### config.mk
export PLATFORM = sky130hd
export DESIGN_NAME = serial_bus_master
export DESIGN_NICKNAME = d
export VERILOG_FILES = /design/src/bus_master_pkg.sv /design/src/bit_counter.sv /design/src/master_fsm.sv /design/src/rx_shifter.sv /design/src/serial_bus_master.sv /design/src/tx_shifter.sv
export SDC_FILE = /design/constraint.sdc
export NUM_CORES = 1
export LEC_CHECK = 0
export ABC_CLOCK_PERIOD_IN_PS = 3120
export BUFFER_PORTS_ARGS = -buffer_cell sky130_fd_sc_hd__buf_4
export CAP_MARGIN = 10
export CORE_MARGIN = 8
export CORE_UTILIZATION = 44
export CTS_CLUSTER_DIAMETER = 30
export DETAILED_ROUTE_END_ITERATION = 8
export PLACE_DENSITY = 0.78
export SYNTH_ARGS = -nofsm -noshare
export SYNTH_HDL_FRONTEND = slang
export SYNTH_HIERARCHICAL = 1
export SYNTH_SLANG_ARGS = --single-unit
### constraint.sdc
create_clock -name clock -period 3.12 [get_ports clock]
set_clock_uncertainty 0.15 [all_clocks]
set_input_delay 0.468 -clock clock [delete_from_list [all_inputs] [get_ports clock]]
set_output_delay 0.468 -clock clock [all_outputs]
set_load 0.1 [all_outputs]
### src/bus_master_pkg.sv
package bus_master_pkg;

	////////////////////////////////////////
	// serial field widths
	////////////////////////////////////////

	// address goes out first, msb leading
	localparam int ADDR_W = 14;
	// one data byte per transfer
	localparam int DATA_W = 8;

	typedef logic [ADDR_W-1:0] addr_t;
	typedef logic [DATA_W-1:0] data_t;

	// slot index, must reach ADDR_W
	typedef logic [4:0] bit_count_t;

	// user command as presented at the top
	typedef struct packed {
		logic  read;
		addr_t addr;
		data_t data;
	} master_cmd_t;

	// transfer sequence of the master
	typedef enum logic [2:0] {
		IDLE,
		REQUEST,
		ADDRESS,
		WAIT_SLAVE,
		RECEIVE,
		FINISH
	} master_state_t;

endpackage

### src/bit_counter.sv
`timescale 1ns/100ps

module bit_counter import bus_master_pkg::*;
#(
	parameter int COUNT_W = $bits(bit_count_t)
)
(
	input  logic               clock,
	input  logic               reset,
	input  logic               clear,
	input  logic               enable,
	output logic [COUNT_W-1:0] count
);

	// clear wins over enable
	always_ff @(posedge clock)
	begin
		if (reset)
			count <= '0;
		else if (clear)
			count <= '0;
		else if (enable)
			count <= count + 1'b1;
	end

	////////////////////////////////////////
	// checks
	////////////////////////////////////////

	// address phase is the longest run of slots
	a_count_limit: assert property (
		@(posedge clock) disable iff (reset)
		(enable && !clear) |=> (count <= COUNT_W'(ADDR_W))
	)
	else
		$error("bit_counter stepped past the address length");

endmodule

### src/master_fsm.sv
`timescale 1ns/100ps

module master_fsm import bus_master_pkg::*;
(
	input  logic       clock,
	input  logic       reset,
	input  logic       cmd_valid,
	input  logic       read_cmd,
	input  logic       bus_ready,
	input  logic       slave_valid,
	input  bit_count_t count,
	output logic       count_clear,
	output logic       count_enable,
	output logic       load,
	output logic       shift_enable,
	output logic       sample_enable,
	output logic       capture,
	output logic       bus_req,
	output logic       valid_s,
	output logic       master_busy
);

	// phase lengths in counter slots
	localparam bit_count_t ADDR_SLOTS = bit_count_t'(ADDR_W);
	localparam bit_count_t DATA_SLOTS = bit_count_t'(DATA_W);

	master_state_t state;
	master_state_t state_next;
	logic          accept;
	logic          addr_last;

	// busy is registered, so a command while busy drops out here
	assign accept = (state == IDLE) && cmd_valid && !master_busy;
	// all address bits have been sent
	assign addr_last = (state == ADDRESS) && (count == ADDR_SLOTS);

	////////////////////////////////////////
	// next state
	////////////////////////////////////////

	always_comb
	begin
		state_next = state;
		case (state)
			IDLE:
				if (accept)
					state_next = REQUEST;
			// wait for the grant without a time limit
			REQUEST:
				if (bus_ready)
					state_next = ADDRESS;
			ADDRESS:
				if (addr_last)
					state_next = read_cmd ? WAIT_SLAVE : FINISH;
			// slave marks its first data bit with slave_valid
			WAIT_SLAVE:
				if (slave_valid)
					state_next = RECEIVE;
			RECEIVE:
				if (count == DATA_SLOTS)
					state_next = FINISH;
			FINISH:
				state_next = IDLE;
			default:
				state_next = IDLE;
		endcase
	end

	////////////////////////////////////////
	// datapath steering
	////////////////////////////////////////

	always_comb
	begin
		load = accept;
		// grant edge already puts out slot 0
		shift_enable = ((state == REQUEST) && bus_ready) ||
			((state == ADDRESS) && (count < ADDR_SLOTS));
		// bit 7 on the slave_valid edge and the rest by slot
		sample_enable = ((state == WAIT_SLAVE) && slave_valid) ||
			((state == RECEIVE) && (count < DATA_SLOTS));
		capture = (state == RECEIVE) && (count == DATA_SLOTS);
		// counter restarts for the receive phase
		count_clear = accept || addr_last;
		count_enable = shift_enable || sample_enable;
	end

	// outputs follow the state being entered
	always_ff @(posedge clock)
	begin
		if (reset)
		begin
			state <= IDLE;
			bus_req <= 1'b0;
			master_busy <= 1'b0;
			valid_s <= 1'b0;
		end
		else
		begin
			state <= state_next;
			bus_req <= (state_next != IDLE);
			master_busy <= (state_next != IDLE);
			valid_s <= (state_next == ADDRESS);
		end
	end

	////////////////////////////////////////
	// checks
	////////////////////////////////////////

	// address phase only after a seen grant
	a_grant_first: assert property (
		@(posedge clock) disable iff (reset)
		$rose(valid_s) |-> $past(bus_ready) && $past(bus_req)
	)
	else
		$error("valid_s rose without a bus grant");

	// no restart on a lost grant
	a_grant_held: assert property (
		@(posedge clock) disable iff (reset)
		valid_s |-> bus_ready
	)
	else
		$error("bus_ready dropped during the address phase");

endmodule

### src/rx_shifter.sv
`timescale 1ns/100ps

module rx_shifter import bus_master_pkg::*;
(
	input  logic  clock,
	input  logic  reset,
	input  logic  sample_enable,
	input  logic  data_rx,
	input  logic  capture,
	output data_t data_read,
	output logic  read_done
);

	data_t rx_sr;

	// msb arrives first, so shift toward the msb
	always_ff @(posedge clock)
	begin
		if (sample_enable)
			rx_sr <= {rx_sr[DATA_W-2:0], data_rx};
	end

	////////////////////////////////////////
	// publish the byte
	////////////////////////////////////////

	always_ff @(posedge clock)
	begin
		if (reset)
		begin
			data_read <= '0;
			read_done <= 1'b0;
		end
		else
		begin
			// single cycle pulse with the new byte
			read_done <= capture;
			if (capture)
				data_read <= rx_sr;
		end
	end

endmodule

### src/serial_bus_master.sv
`timescale 1ns/100ps

module serial_bus_master import bus_master_pkg::*;
#(
	parameter int COUNT_W = $bits(bit_count_t)
)
(
	input  logic        clock,
	input  logic        reset,
	// user side
	input  master_cmd_t cmd,
	input  logic        cmd_valid,
	output logic        master_busy,
	// arbiter
	output logic        bus_req,
	input  logic        bus_ready,
	// serial lines to the slave
	output logic        valid_s,
	output logic        addr_tx,
	output logic        data_tx,
	input  logic        slave_valid,
	input  logic        data_rx,
	// read result
	output data_t       data_read,
	output logic        read_done
);

	bit_count_t count;
	logic       count_clear;
	logic       count_enable;
	logic       load;
	logic       shift_enable;
	logic       sample_enable;
	logic       capture;
	logic       read_cmd;

	////////////////////////////////////////
	// control
	////////////////////////////////////////

	master_fsm u_fsm (
		.clock         (clock),
		.reset         (reset),
		.cmd_valid     (cmd_valid),
		.read_cmd      (read_cmd),
		.bus_ready     (bus_ready),
		.slave_valid   (slave_valid),
		.count         (count),
		.count_clear   (count_clear),
		.count_enable  (count_enable),
		.load          (load),
		.shift_enable  (shift_enable),
		.sample_enable (sample_enable),
		.capture       (capture),
		.bus_req       (bus_req),
		.valid_s       (valid_s),
		.master_busy   (master_busy)
	);

	// slot counter shared by both phases
	bit_counter #(
		.COUNT_W (COUNT_W)
	) u_counter (
		.clock  (clock),
		.reset  (reset),
		.clear  (count_clear),
		.enable (count_enable),
		.count  (count)
	);

	////////////////////////////////////////
	// serial datapath
	////////////////////////////////////////

	tx_shifter u_tx (
		.clock        (clock),
		.reset        (reset),
		.load         (load),
		.cmd_in       (cmd),
		.shift_enable (shift_enable),
		.count        (count),
		.read_cmd     (read_cmd),
		.addr_tx      (addr_tx),
		.data_tx      (data_tx)
	);

	rx_shifter u_rx (
		.clock         (clock),
		.reset         (reset),
		.sample_enable (sample_enable),
		.data_rx       (data_rx),
		.capture       (capture),
		.data_read     (data_read),
		.read_done     (read_done)
	);

endmodule

### src/tx_shifter.sv
`timescale 1ns/100ps

module tx_shifter import bus_master_pkg::*;
(
	input  logic        clock,
	input  logic        reset,
	input  logic        load,
	input  master_cmd_t cmd_in,
	input  logic        shift_enable,
	input  bit_count_t  count,
	output logic        read_cmd,
	output logic        addr_tx,
	output logic        data_tx
);

	// first address slot that also carries data
	localparam bit_count_t DATA_START = bit_count_t'(ADDR_W - DATA_W);

	addr_t addr_sr;
	data_t data_sr;
	logic  data_slot;

	// data rides with the last DATA_W address bits, writes only
	assign data_slot = (count >= DATA_START) && !read_cmd;

	////////////////////////////////////////
	// command capture and shift registers
	////////////////////////////////////////

	always_ff @(posedge clock)
	begin
		if (load)
		begin
			addr_sr <= cmd_in.addr;
			data_sr <= cmd_in.data;
		end
		else if (shift_enable)
		begin
			addr_sr <= addr_sr << 1;
			// data register only moves in its own slots
			if (data_slot)
				data_sr <= data_sr << 1;
		end
	end

	// read flag steers the fsm after the address phase
	always_ff @(posedge clock)
	begin
		if (reset)
			read_cmd <= 1'b0;
		else if (load)
			read_cmd <= cmd_in.read;
	end

	// serial lines idle low outside an active slot
	always_ff @(posedge clock)
	begin
		if (reset)
		begin
			addr_tx <= 1'b0;
			data_tx <= 1'b0;
		end
		else
		begin
			addr_tx <= shift_enable && addr_sr[ADDR_W-1];
			data_tx <= shift_enable && data_slot && data_sr[DATA_W-1];
		end
	end

	// a new command never lands mid shift
	a_load_vs_shift: assert property (
		@(posedge clock) disable iff (reset)
		!(load && shift_enable)
	)
	else
		$error("tx_shifter load collided with shift_enable");

endmodule
==> impl_results.md <==
- #FFs+latches synth: 52
- Crit path max-delay family: simple AND/OR/NAND/NOR gates
- Wire per inst: 15.0 microns
- Setup TNS: 0 ns
- Actual slew at the worst max-slew pin: 0.701 ns
- Synthesized Nets: 185
- Final Wtd Congestion: 0.858
- YS warnings: 6
- Max-slew violations: 0
- CTS root buf: clkbuf_8
- R2r endpoint: u_tx/data_sr[6]
- Number of setup buffers added after CTS: 0
- Total of max-cap violations: 0
- Setup CP Type: register to register
- Most frequent cells in the layout: buf_4 (46), edfxtp_1 (30), dfxtp_1 (22), mux2_4 (16), nor2_1 (15)
- Buffers & Inverters on Critical Path: 1
- Count of cell types in the netlist: 42
- Htree depth: 2
- Reg2reg setup slack: 0.70 ns
- Post-synthesis cell area: 0.00229 sq mm
- HP Class: primary input to register
- Final ANT Viol Nets: 0
- Post-layout net count: 230
- Setup slack after layout: 0.700 ns
- Pre-CTS setup slack: 0.705 ns
- Critical path, cell by cell: or2_2 -> nor4b_4 -> buf_4 -> mux2_2
- 1st-iter DRT viols: 75
- CTS Hold Bufs: 0
- Max Root-Sink Buffers: 2
- Multi-input gate area: 871 sq um
- Worst-path clk slew: 0.10 ns
- Most common cell after layout, fill and taps aside: buf_4
- Synth Area in Simple Gates: 0.136
- Status: completed
- Initial Utilization: 0.451
- Power per cell area: 563 mW/mm^2
- Final Critical Period: 2.42 ns
- Row Count: 26
- Vias per std cell: 5.06
- XOR/XNOR Fraction of Synth Area: 0.00383
- Critical Path RT: 3.03 ns
- Boundary pin count: 43
- DR pass1 iterations: 4
- Fillers: 453
- Synth-to-layout area growth: 20.4%
- VDD IR max: 0.251 mV
- Post-Synth Adder-Cell Area: 0.00547
- WL final: 4060 microns
- Layout Utilization: 0.543
- All-Layer GR Usage: 0.108
- Worst-Skew Late Latency: 0.30 ns
- Die Wd: 88.1 microns
- Die ar.: 0.00777 sq mm
- Core area: 0.00507 sq mm
- Final setup vio count: 0
- TritonCTS Buffers: 5
- First-pass GRT wire length: 6620 microns
- Mapped Cells: 155
- Vias in the first global route: 1,381
- Worst r2r path cells: 4
- CTS tree: done
- Reg2Reg Launch Point: u_fsm/state[1]
- DP HPWL: 2870 microns
- Startpoint Class: register
- HP Start: data_rx
- Grt ovf: 0
- Synth Flop Type: edfxtp_1
- Die Y: 88.1 microns
- FF+latch area: 0.00134 sq mm
- Initial antenna violation count: 0
- Mux share of post-synthesis cell area: 0.183
- Largest family of logic cells by synthesized area: multiplexers
- Crit path capture type: register
- Crit path DAT: 2.33 ns
- Seq/Total Area, Yosys: 0.586
- Layout cell share with drive strength beyond 1: 0.443
- Worst hold stages: 1
- Endpoints failing hold: 0
- RSZ-0062 raised after global routing: no
- Fmax: 413 MHz
- CP max stage cell: nor4b_4
- PortBufs: 42
- ANT cells: 0
- P_leak: 1.07 nW
- Gates resized, CTS repair: 0
- Tcrit/Tclk final: 0.776
- Ys async rst share: 0
- Worst path max stage delay: 0.55 ns
- Post-route DRC: 0
- Clk sink count: 52
- Via Count: 1,370
- Min-Delay Endpoint: u_rx/rx_sr[0]
- Largest net degree at the start of global routing: 22
- EDFF count, synth: 30
- Worst slew margin: 0.532
- Max FO, Critical Path: 13
- Mapped Avg Cell Area: 14.8 sq um
- Compound-Gate Fraction of Synth Area: 0.0481
## sequential cells by signal, summed over array words and instances (netlist names)
register and cells:
u_counter/count 5, u_fsm/master_busy 1, u_fsm/state 3, u_fsm/valid_s 1
u_rx/data_read 8, u_rx/read_done 1, u_rx/rx_sr 8, u_tx/addr_sr 14
u_tx/addr_tx 1, u_tx/data_sr 8, u_tx/data_tx 1, u_tx/read_cmd 1
## metal layers
metal  vias to the layer above  global-route usage  part of all wire
met1                       654               0.138              0.47
met3                         0              0.0507             0.080
li1                        667                   -                 -
met2                        49               0.164              0.45
met5                         -                   0                 0
met4                         0              0.0215                 0
## kinds of logic after synthesis
group | Yosys count
buffers and inverters | 8
DFF | 52
xor gates and xnor gates | 1
muxes | 33
adders and majority gates | 1
AOI/OAI and AO/OA | 13
and+or+nand+nor | 47
## cell usage after synthesis, types with 2 or more instances
master | instances | area share
nor3b_1 | 3 | 0.0098
nor3_1 | 3 | 0.0066
nand4_2 | 2 | 0.011
mux2_4 | 16 | 0.10
dfxtp_1 | 22 | 0.19
buf_4 | 2 | 0.0066
a21oi_1 | 2 | 0.0044
buf_6 | 4 | 0.020
mux2i_1 | 10 | 0.044
nand3_1 | 2 | 0.0044
nand3b_1 | 2 | 0.0066
nand2b_1 | 2 | 0.0055
nor2_1 | 15 | 0.025
nand2_1 | 2 | 0.0033
mux2_2 | 6 | 0.030
and2_1 | 2 | 0.0055
or2_2 | 4 | 0.011
a211oi_1 | 3 | 0.0098
edfxtp_1 | 30 | 0.39
## metrics by stage
stage,hold WS [ns],cell area [sq um],total power [mW],cells
2_1_floorplan,0.276,2290,1.07,155
4_1_cts,0.177,2760,1.56,271
5_1_grt,0.162,2760,1.62,271
6_report,0.188,2760,1.55,271
3_3_place_gp,0.291,2650,1.12,263
3_5_place_dp,0.290,2650,1.13,263
## where the power goes
| group | switching (mW) | total, mW | internal [mW] |
|---|---|---|---|
| clock | 0.229 | 0.440 | 0.211 |
| sequential | 0.0285 | 0.837 | 0.809 |
| combinational | 0.135 | 0.274 | 0.139 |
## how the worst max path moves through the flow
stage	from	end	slack, ns	depth (start not counted)
3_3_place_gp	u_fsm/state[1]	u_tx/data_sr[6]	0.77	4
2_1_floorplan	u_fsm/state[2]	u_counter/count[3]	0.70	7
5_1_grt	u_fsm/state[1]	u_tx/data_sr[6]	0.57	4
4_1_cts	u_fsm/state[1]	u_tx/data_sr[6]	0.70	4
3_5_place_dp	u_fsm/state[1]	u_tx/data_sr[5]	0.70	4
6_report	u_fsm/state[1]	u_tx/data_sr[6]	0.70	4
## cell type report
cell class | count | area share
tap | 70 | 0.0318
clock inverter | 2 | 0.00590
timing repair buffer | 46 | 0.125
multi-input combinational | 95 | 0.316
clock buffer | 6 | 0.0341
sequential | 52 | 0.487
(Power assumes the default switching activity.)
